===== config.mk =====
export PLATFORM = sky130hd
export DESIGN_NAME = axi_write_iso
export DESIGN_NICKNAME = d
export VERILOG_FILES = /design/src/axi_iso_pkg.sv /design/src/axi_write_iso.sv /design/src/bresp_tracker.sv /design/src/iso_ctrl.sv /design/src/wdata_align.sv
export SDC_FILE = /design/constraint.sdc
export NUM_CORES = 1
export LEC_CHECK = 0
export ABC_AREA = 1
export BUFFER_PORTS_ARGS = -buffer_cell sky130_fd_sc_hd__buf_4
export CAP_MARGIN = 30
export CORE_ASPECT_RATIO = 2
export CORE_UTILIZATION = 59
export DETAILED_ROUTE_END_ITERATION = 6
export GPL_TIMING_DRIVEN = 0
export PLACE_DENSITY = 0.92
export SLEW_MARGIN = 30
export SYNTH_ARGS = -nofsm -noshare
export SYNTH_HDL_FRONTEND = slang
export SYNTH_SLANG_ARGS = --single-unit
export TNS_END_PERCENT = 50

===== constraint.sdc =====
create_clock -name clk -period 3.9 [get_ports clk]
set_input_delay 0.39 -clock clk [delete_from_list [all_inputs] [get_ports clk]]
set_output_delay 0.39 -clock clk [all_outputs]
set_load 0.02 [all_outputs]

===== src/axi_iso_pkg.sv =====
package axi_iso_pkg;

  // AWLEN width in full AXI4, where a burst carries up to 256 beats
  localparam int axi_len_width = 8;

  // OKAY is the only write response the isolator expects to see
  // from the subordinate while it tracks outstanding bursts
  localparam logic [1:0] axi_bresp_okay = 2'b00;

  // isolation sequence as seen from outside the isolator
  //
  // connected passes traffic straight through
  // aligning stops new downstream traffic and evens out AW against W
  // draining waits for every accepted burst to return its B
  // isolated holds the upstream side until the request is withdrawn
  typedef enum logic [1:0] {
    iso_connected = 2'd0,
    iso_aligning  = 2'd1,
    iso_draining  = 2'd2,
    iso_isolated  = 2'd3
  } iso_state_t;

endpackage


===== src/axi_write_iso.sv =====
module axi_write_iso #(
  // AW may lead W, or W lead AW, by this many maximum-length bursts
  parameter int max_transaction_skew = 2,
  // 1 for AXI-Lite, otherwise the full AXI burst length
  parameter int max_burst_len = 2 ** axi_iso_pkg::axi_len_width,
  // bursts that may wait for B at once
  parameter int max_outstanding = 4,
  localparam int len_w = (max_burst_len == 1) ? 1 : $clog2(max_burst_len)
) (
  input  logic                    clk,
  input  logic                    rst_n,
  // manager side
  input  logic                    up_awvalid,
  input  logic [len_w-1:0]        up_awlen,
  output logic                    up_awready,
  input  logic                    up_wvalid,
  output logic                    up_wready,
  output logic                    up_bvalid,
  output logic [1:0]              up_bresp,
  input  logic                    up_bready,
  // subordinate side
  output logic                    dn_awvalid,
  output logic [len_w-1:0]        dn_awlen,
  input  logic                    dn_awready,
  output logic                    dn_wvalid,
  input  logic                    dn_wready,
  input  logic                    dn_bvalid,
  input  logic [1:0]              dn_bresp,
  output logic                    dn_bready,
  // isolation control
  input  logic                    isolate_req,
  output logic                    isolated,
  output axi_iso_pkg::iso_state_t iso_state
);

  logic align_req;
  logic align_done;
  logic aw_room;
  logic outstanding_zero;
  logic align_awready;
  logic room_awvalid;

  // AW needs both skew space and response budget. the valid seen by the
  // aligner is qualified the same way, so its counters and the downstream
  // AW only move on a real upstream transfer
  assign up_awready   = align_awready && aw_room;
  assign room_awvalid = up_awvalid && aw_room;
  assign dn_awlen     = up_awlen;

  // responses pass straight back, nothing is buffered on the B channel
  assign up_bvalid = dn_bvalid;
  assign up_bresp  = dn_bresp;
  assign dn_bready = up_bready;

  wdata_align #(
    .max_transaction_skew(max_transaction_skew),
    .max_burst_len       (max_burst_len)
  ) i_wdata_align (
    .clk       (clk),
    .rst_n     (rst_n),
    .up_awvalid(room_awvalid),
    .up_awlen  (up_awlen),
    .up_awready(align_awready),
    .up_wvalid (up_wvalid),
    .up_wready (up_wready),
    .dn_awready(dn_awready),
    .dn_awvalid(dn_awvalid),
    .dn_wready (dn_wready),
    .dn_wvalid (dn_wvalid),
    .align_req (align_req),
    .align_done(align_done)
  );

  bresp_tracker #(
    .max_outstanding(max_outstanding)
  ) i_bresp_tracker (
    .clk             (clk),
    .rst_n           (rst_n),
    .up_awvalid      (up_awvalid),
    .up_awready      (up_awready),
    .dn_bvalid       (dn_bvalid),
    .dn_bready       (dn_bready),
    .dn_bresp        (dn_bresp),
    .aw_room         (aw_room),
    .outstanding_zero(outstanding_zero)
  );

  iso_ctrl i_iso_ctrl (
    .clk             (clk),
    .rst_n           (rst_n),
    .isolate_req     (isolate_req),
    .align_done      (align_done),
    .outstanding_zero(outstanding_zero),
    .align_req       (align_req),
    .isolated        (isolated),
    .iso_state       (iso_state)
  );

endmodule


===== src/bresp_tracker.sv =====
module bresp_tracker #(
  // bursts that may be waiting for their B at once
  parameter int max_outstanding = 4,
  localparam int cnt_w = $clog2(max_outstanding + 1)
) (
  input  logic       clk,
  input  logic       rst_n,
  input  logic       up_awvalid,
  input  logic       up_awready,
  input  logic       dn_bvalid,
  input  logic       dn_bready,
  input  logic [1:0] dn_bresp,
  output logic       aw_room,
  output logic       outstanding_zero
);

  if (max_outstanding < 1) begin : g_bad_outstanding
    $error("max_outstanding must be at least 1");
  end

  logic [cnt_w-1:0] outstanding;
  logic             aw_accept;
  logic             b_accept;

  // a burst is counted when the manager hands it over, not when the
  // subordinate takes it, so every accepted AW owes exactly one B
  assign aw_accept = up_awvalid && up_awready;
  assign b_accept  = dn_bvalid && dn_bready;

  // an AW and a B in the same cycle leave the count unchanged
  always_ff @(posedge clk) begin
    if (!rst_n) begin
      outstanding <= '0;
    end else if (aw_accept && !b_accept) begin
      outstanding <= outstanding + cnt_w'(1);
    end else if (!aw_accept && b_accept) begin
      outstanding <= outstanding - cnt_w'(1);
    end
  end

  // both flags come from the registered count
  // a new AW waits when the response budget is used up
  assign aw_room          = outstanding < cnt_w'(max_outstanding);
  assign outstanding_zero = outstanding == '0;

  // the subordinate never answers a burst that was not handed to it
  no_underflow_a: assert property (@(posedge clk) disable iff (!rst_n)
    b_accept |-> outstanding != '0);

  // the top level joins aw_room into the AW ready, which caps the count
  no_overflow_a: assert property (@(posedge clk) disable iff (!rst_n)
    outstanding <= cnt_w'(max_outstanding));

  // responses that are counted here come back as OKAY from this subordinate
  bresp_okay_a: assert property (@(posedge clk) disable iff (!rst_n)
    dn_bvalid |-> dn_bresp == axi_iso_pkg::axi_bresp_okay);

endmodule


===== src/iso_ctrl.sv =====
module iso_ctrl (
  input  logic                   clk,
  input  logic                   rst_n,
  input  logic                   isolate_req,
  input  logic                   align_done,
  input  logic                   outstanding_zero,
  output logic                   align_req,
  output logic                   isolated,
  output axi_iso_pkg::iso_state_t iso_state
);

  axi_iso_pkg::iso_state_t state;
  axi_iso_pkg::iso_state_t state_next;

  // the sequence only moves forward, one step per clock at most
  //
  // connected waits for a request. isolate_req is low on every way back
  // into connected, so a high level there is always a fresh request
  //
  // aligning waits until the trackers report AW and W even
  //
  // draining waits until the last accepted burst has its response, and
  // checks alignment again since the trackers hold both channels by then
  //
  // isolated stays put until the request is withdrawn
  always_comb begin
    state_next = state;
    case (state)
      axi_iso_pkg::iso_connected: begin
        if (isolate_req) begin
          state_next = axi_iso_pkg::iso_aligning;
        end
      end
      axi_iso_pkg::iso_aligning: begin
        if (align_done) begin
          state_next = axi_iso_pkg::iso_draining;
        end
      end
      axi_iso_pkg::iso_draining: begin
        if (align_done && outstanding_zero) begin
          state_next = axi_iso_pkg::iso_isolated;
        end
      end
      axi_iso_pkg::iso_isolated: begin
        if (!isolate_req) begin
          state_next = axi_iso_pkg::iso_connected;
        end
      end
      default: begin
        state_next = axi_iso_pkg::iso_connected;
      end
    endcase
  end

  // isolated is registered alongside the state so it rises and falls
  // on the same clock as the move into and out of iso_isolated
  always_ff @(posedge clk) begin
    if (!rst_n) begin
      state    <= axi_iso_pkg::iso_connected;
      isolated <= 1'b0;
    end else begin
      state    <= state_next;
      isolated <= state_next == axi_iso_pkg::iso_isolated;
    end
  end

  // the trackers keep the subordinate cut off in every state but connected,
  // so the downstream valids fall one clock after the request rises
  assign align_req = state != axi_iso_pkg::iso_connected;
  assign iso_state = state;

  // a request may only be dropped once the link has been reported isolated
  req_held_a: assert property (@(posedge clk) disable iff (!rst_n)
    $fell(isolate_req) |-> $past(isolated));

  // the hold in wdata_align keeps both channels even for the whole isolated period
  isolated_aligned_a: assert property (@(posedge clk) disable iff (!rst_n)
    isolated |-> align_done);

endmodule


===== src/wdata_align.sv =====
module wdata_align #(
  // skew budget in maximum-length bursts, in either direction
  parameter int max_transaction_skew = 2,
  // 1 for AXI-Lite, otherwise the full AXI burst length
  parameter int max_burst_len = 2 ** axi_iso_pkg::axi_len_width,
  localparam int len_w = (max_burst_len == 1) ? 1 : $clog2(max_burst_len)
) (
  input  logic             clk,
  input  logic             rst_n,
  input  logic             up_awvalid,
  input  logic [len_w-1:0] up_awlen,
  output logic             up_awready,
  input  logic             up_wvalid,
  output logic             up_wready,
  input  logic             dn_awready,
  output logic             dn_awvalid,
  input  logic             dn_wready,
  output logic             dn_wvalid,
  input  logic             align_req,
  output logic             align_done
);

  // a burst holds up to max_burst_len beats, so its beat count needs one more bit
  localparam int lenc_w = $clog2(max_burst_len + 1);
  // total beats either channel may run ahead of the other
  localparam int max_excess = max_transaction_skew * max_burst_len;
  localparam int cnt_w = $clog2(max_excess + 1);

  // the burst length must be AXI-Lite or full AXI, and the skew budget nonzero
  if (max_burst_len != 1 && max_burst_len != 2 ** axi_iso_pkg::axi_len_width) begin : g_bad_len
    $error("max_burst_len must be 1 or the full AXI burst length");
  end
  if (max_transaction_skew < 1) begin : g_bad_skew
    $error("max_transaction_skew must be at least 1");
  end

  logic [cnt_w-1:0]  excess_aw;
  logic [cnt_w-1:0]  excess_w;
  logic [cnt_w-1:0]  excess_aw_next;
  logic [cnt_w-1:0]  excess_w_next;
  logic [cnt_w:0]    aw_side;
  logic [cnt_w:0]    w_side;
  logic [lenc_w-1:0] aw_beat_len;
  logic              aw_beat;
  logic              w_beat;
  logic              aw_full;
  logic              w_full;
  logic              aw_leads;
  logic              w_leads;
  logic              hold_aw;
  logic              hold_w;

  // AWLEN counts from zero, an AXI-Lite request is always a single beat
  assign aw_beat_len = (max_burst_len == 1) ? lenc_w'(1) : lenc_w'(up_awlen) + lenc_w'(1);

  // both counters follow the upstream handshakes, whatever happens downstream
  assign aw_beat = up_awvalid && up_awready;
  assign w_beat  = up_wvalid && up_wready;

  // the beats owed by accepted AW and the beats received ahead of their AW
  // cancel each other, so an accepted AW first eats the excess W beats and a
  // W beat first eats the beats an earlier AW still owes
  always_comb begin
    aw_side = {1'b0, excess_aw} + (aw_beat ? (cnt_w + 1)'(aw_beat_len) : '0);
    w_side  = {1'b0, excess_w} + (w_beat ? (cnt_w + 1)'(1) : '0);
    if (aw_side >= w_side) begin
      excess_aw_next = cnt_w'(aw_side - w_side);
      excess_w_next  = '0;
    end else begin
      excess_aw_next = '0;
      excess_w_next  = cnt_w'(w_side - aw_side);
    end
  end

  always_ff @(posedge clk) begin
    if (!rst_n) begin
      excess_aw <= '0;
      excess_w  <= '0;
    end else begin
      excess_aw <= excess_aw_next;
      excess_w  <= excess_w_next;
    end
  end

  // AW stops once the counter could not absorb another maximum-length burst
  assign aw_full = excess_aw > cnt_w'(max_excess - max_burst_len);
  // W stops once the counter could not absorb one more beat
  assign w_full  = excess_w >= cnt_w'(max_excess);

  // at most one count is nonzero, and that one names the leading channel
  assign aw_leads = excess_aw != '0;
  assign w_leads  = excess_w != '0;

  // while aligning only the lagging channel may move
  // once both counts reach zero, neither may
  assign hold_aw = align_req && !w_leads;
  assign hold_w  = align_req && !aw_leads;

  assign up_awready = dn_awready && !aw_full && !hold_aw;
  assign up_wready  = dn_wready && !w_full && !hold_w;

  // a downstream transfer only happens when the upstream one does, and the
  // subordinate sees nothing new once alignment has been requested
  assign dn_awvalid = up_awvalid && !aw_full && !align_req;
  assign dn_wvalid  = up_wvalid && !w_full && !align_req;

  assign align_done = align_req && !aw_leads && !w_leads;

  awlen_legal_a: assert property (@(posedge clk) disable iff (!rst_n)
    up_awvalid |-> int'(up_awlen) < max_burst_len);

endmodule

== Word level (Yosys, flattened, before mapping) ==
Cells that the tools add are included.
Widths: inputs -> output; s select.
Word-level totals
  bits in registers: 26
  input bits: 19
  output and inout port bits: 19
  logic and storage cells: 67
Cells by class
  $add $sub $neg: 7
  order comparisons: 4
  eq/ne operators: 4
  muxes and demuxes: 9
  bitwise logic cells: 1
  reduce and logical (&&, ||, !) cells: 37
Operators by type and width (number)
  $logic_and 1x1->1: 20
  $reduce_bool 10->1: 2
  $sub 10x10->10: 2
  $add 10x1->11: 1
  $add 10x9->11: 1
  $ge 11x11->1: 1
  $ge 10x10->1 const B: 1
  $gt 10x9->1 const B: 1
  $add 8x1->9 const B: 1
  $logic_not 1->1: 9
  $mux 9: 1
  $mux 2: 4
  $pmux 2 s4: 1
  $eq 2x2->1 const B: 3
  $mux 3: 2
  $reduce_bool 2->1: 2
  $add 3x1->3 const B: 1
  $logic_not 3->1: 1
  $lt 3x3->1 const B: 1
  $sub 3x1->3 const B: 1
  $eq 2x1->1 const B: 1
  $logic_not 2->1: 1
  $reduce_and 2->1: 1
  $reduce_or 2->1: 1
  other kinds (2): 2

== Depth between registers and ports, before layout ==
  depth after elaboration: 11
  depth in mapped cells: 25
  gate-level depth less buffers: 24

== Hierarchy ==
A second synthesis with hierarchy kept.
Unflattened totals
  cells, all modules: 470
  area total of the unflattened synthesis: 2922.8 sq um
Modules (own cells, without submodules)
  wdata_align: instances 1, cells an instance 404, area an instance 2481.1 sq um, seq. area each 400.4 sq um
  bresp_tracker: instances 1, cells an instance 27, area an instance 186.4 sq um, seq. area each 60.1 sq um
  iso_ctrl: instances 1, cells an instance 23, area an instance 150.1 sq um, seq. area each 60.1 sq um
  axi_write_iso: instances 1, cells an instance 16, area an instance 105.1 sq um, seq. area each 0.0 sq um

== Worst setup path before layout ==
Ideal clock, no wire load.
  path kind: flip-flop to flip-flop
  start point: register i_wdata_align.excess_aw[1]
  end point: register i_wdata_align.excess_w[0]
  library setup time: 69 ps
  arrival time: 3248 ps
  required time: 3831 ps
  path slack: 583 ps
  stages on the path, launching flop included: 24
  buffers on the path: 0
  clock period less this slack: 3317 ps
  cell sequence: dfxtp_1 nor2_1 nand2_1 nor2_2 o21ai_0 nor2_1 nand3_2 nor2_1 ha_1 fa_1 nand3_1 nand2_1 a21oi_2 o21ai_0 nand2_1 nand2_1 ha_1 inv_1 o21bai_2 nand2_1 nand2_1 a21oi_2 nand4_2 nor2_1
Between the ends
  cells in the longest elaborated chain, start to end: 10
  elaborated cells between the ends (all ways): 18
  those cells by class: add/sub (3); order compare (2); mux (2); reduce/logical (11)
RTL lines
  start, declared: line wdata_align.sv:37  | logic [cnt_w-1:0] excess_aw;
  start signal, assigned: line wdata_align.sv:80  | excess_aw <= excess_aw_next;
  parallel branches: the longest is 10 deep, another holds $add 10x9->11
  end signal, assigned: line wdata_align.sv:81  | excess_w <= excess_w_next;
  end, declared: line wdata_align.sv:38  | logic [cnt_w-1:0] excess_w;
Several ways; the timed one is not identified.
A chain may end at the register's enable or synchronous reset.

== Final worst setup path ==
  start point: register i_wdata_align.excess_aw[7]
  end point: register i_wdata_align.excess_aw[3]
Between the ends
  cells in the longest elaborated chain, start to end: 10
  elaborated cells between the ends (all ways): 18
  those cells by class: add/sub (3); order compare (2); mux (2); reduce/logical (11)
RTL lines
  parallel branches: the longest is 10 deep, another holds $add 10x9->11
Several ways; the timed one is not identified.

==> out/summary.txt <==
vias in the first global route: 2,892
worst setup margin: -156 ps
failing checks: design-rule violations, negative setup slack
Final Skew: 7.58 ps
worst-path cell chain: nor2_1 -> nand2_1 -> nor2_4 -> o21ai_2 -> nor2_2 -> nand3_4 -> nor2_1 -> ha_2 -> fa_2 -> nand3_1 -> nand2_2 -> a21oi_4 -> o21ai_1 -> nand2_1 -> nand2_1 -> ha_4 -> inv_1 -> o21bai_2 -> nand2_1 -> nand2_2 -> inv_1 -> nand4_1 -> nand2_2 -> nor2_1
endpoints failing setup: 12
Slew Viols, Final: 0
Leakage Power: 1.96 nW
Max Cap Viol: 0
Rows: 35
fill cell count: 280
Net Count, Synth: 508
WL/cell: 19.0 um
DR pass1 iterations: 7
first-pass GRT wire length: 12.2 mm
DR vias: 3,463
CP dominant cell by count: nand2_1
outcome: complete, but fails checks
GRT Overall Usage: 31.3%
crit-path max FO: 5
die height: 101 um
Yosys warnings: 0
period utilization: 104%
CTS tree: built
slowest cell on the critical path: dfxtp_1
worst min path class: input pin to flip-flop
relative slew slack: 71.0%
critical path class: flip-flop to flip-flop
detailed placement HPWL: 6.41 mm
H-tree Lvls: 1
register bit total from synthesis: 26
Routed Wire Length: 10.7 mm
count of final hold-check violations: 0
Mapped Cells: 452
Antenna Nets Post-Route: 0
layout cell share with drive strength beyond 1: 27.5%
max incr delay on CP: 350 ps
clk slew on worst S/H paths: 90 ps
grt peak-use layer: met2
initial antenna violation count: 0
met2 Use GR: 61.9%
Final GP Congestion: 1.02
Total Nets Final: 567
IO Count: 38
Clock Sinks: 26
chip width: 51.7 um
initial drt markers: 270
TritonCTS Buffers: 3
total power: 3.47 mW
worst skew pair latency: 290 ps
Avg Cell Area, Syn: 6.44 um2
largest net degree at the start of global routing: 16
Yosys cell types: 32
DRC Markers: 1
area grow syn2layout: 29.5%
CP arrival: 4220 ps
worst-margin pin slew: 434 ps
critical path launch point type: flip-flop
Setup WS pre-CTS: -66.3 ps
Core ar.: 4690 um2
Avg Vias per Cell: 6.13
PwrDens: 923 nW/um2
most common cell after layout, fill and taps aside: nand2_1
fin crit period: 4060 ps
Die ar.: 5230 um2
CP Capture Type: flip-flop
initial core utilization: 62.1%
CTS Hold Bufs: 0
clk root buf: clkbuf_8
area of the mapped netlist: 2910 um2
sequential area share after synthesis: 17.9%
Worst VDD drop: 0.000804 V
GR met1 Demand/Resource: 25.2%
worst-case clock buffer depth: 2
WP data required: 4070 ps
maximum clock rate: 0.247 GHz
Port Buffers: 34
GRT overflow: 0
M3 GR Usage: 2.70%
number of antenna diodes: 0
most frequent cells in the layout: 88 x nand2_1, 83 x inv_1, 64 x buf_4
==> through the flow <==
| step | cell area (um2) | TNS [ps] | hold WS (ps) | cells | utilization [%] |
|---|---|---|---|---|---|
| 6_report | 3770 | -942 | 439 | 565 | 80.4 |
| 2_1_floorplan | 2910 | 0 | 464 | 452 | - |
| 3_3_place_gp | 3230 | 0 | 477 | 541 | 69.0 |
| 3_5_place_dp | 3230 | -555 | 482 | 541 | 69.0 |
| 5_1_grt | 3770 | -6520 | 453 | 565 | 80.4 |
| 4_1_cts | 3320 | 0 | 419 | 545 | 70.9 |
==> state kept, by name, indices dropped and copies added (netlist names) <==
register	count
i_wdata_align.excess_w	10
i_iso_ctrl.iso_state	2
i_bresp_tracker.outstanding	3
i_wdata_align.excess_aw	10
i_iso_ctrl.isolated	1
==> logic make-up (layout without fill, tap and decap cells) <==
kind of cell | Yosys count | after routing | synth area share, %
AOI/OAI and AO/OA | 52 | 52 | 10.8
DFF | 26 | 26 | 17.9
xor gates and xnor gates | 24 | 24 | 7.23
and+or+nand+nor | 213 | 216 | 31.9
buffers and inverters | 100 | 155 | 15.3
adders and majority gates | 37 | 37 | 16.9
==> metal layers <==
layer	part of all wire [%]	up-vias
li1	-	1538
met1	32	1598
met2	50	239
met3	6.9	88
met4	12	0
met5	0	-
==> report_power, final <==
part,switching [mW],internal [mW],leakage (nW)
clock,0.0969,0.138,0.0357
combinational,1.80,1.01,1.71
sequential,0.0775,0.355,0.216
==> Yosys cell counts, drive strengths merged <==
cell type  count  share of area [%]
o21a           1               0.26
or2            2               0.43
o21ai         14                2.7
a21oi         25                4.6
xor2          22                6.6
fa             4                2.8
a21o           4                1.0
inv           83                 11
nor2          60                8.0
ha            33                 14
nand3         33                6.2
buf           17                4.6
nor4           1               0.22
nand3b         2               0.52
o2111ai        1               0.30
dfxtp         26                 18
o31ai          1               0.26
nor3           5               0.86
o211ai         4                1.0
xnor2          2               0.60
o21bai         2               0.65
nand2         99                 13
nand4         11                2.6
==> worst paths after layout <==
kind | from | to | slack, ps | cells past startpoint
max reg2reg | i_wdata_align.excess_aw[7] | i_wdata_align.excess_aw[3] | -160 | 24
max | i_wdata_align.excess_aw[7] | i_wdata_align.excess_aw[3] | -160 | 24
min | isolate_req | i_iso_ctrl.iso_state[1] | 440 | 3
min reg2reg | i_bresp_tracker.outstanding[1] | i_bresp_tracker.outstanding[1] | 530 | 2
==> worst max-delay path: cells and delay by family, from the launching register on <==
| kind | cells | cell delay (ps) |
|---|---|---|
| AO/OA/AOI/OAI | 4 | 490 |
| AND/OR/NAND/NOR | 15 | 2170 |
| buffers and inverters | 2 | 220 |
| adder cells (fa/ha/maj) | 3 | 700 |
| flip-flops | 1 | 350 |
==> timing repair <==
action                                  in CTS  in global routing
endpoints found under the hold margin        0                  0
pin swaps                                    0                 24
endpoints found under the setup margin      20                 20
gates cloned                                 0                  3
buffers inserted                             0                 17
resized for setup                            4                 67
==> final cells by class <==
type / count / area, um2 / share of cell area [%]
buffer: 17 / 133 / 3.52
clock buffer: 3 / 41.3 / 1.10
tap: 55 / 68.8 / 1.83
timing repair buffer: 51 / 387 / 10.3
multi-input combinational: 329 / 2270 / 60.2
clock inverter: 1 / 30.0 / 0.797
sequential: 26 / 529 / 14.1
inverter: 83 / 312 / 8.27
No activity file was read; power rests on OpenSTA's default activity.
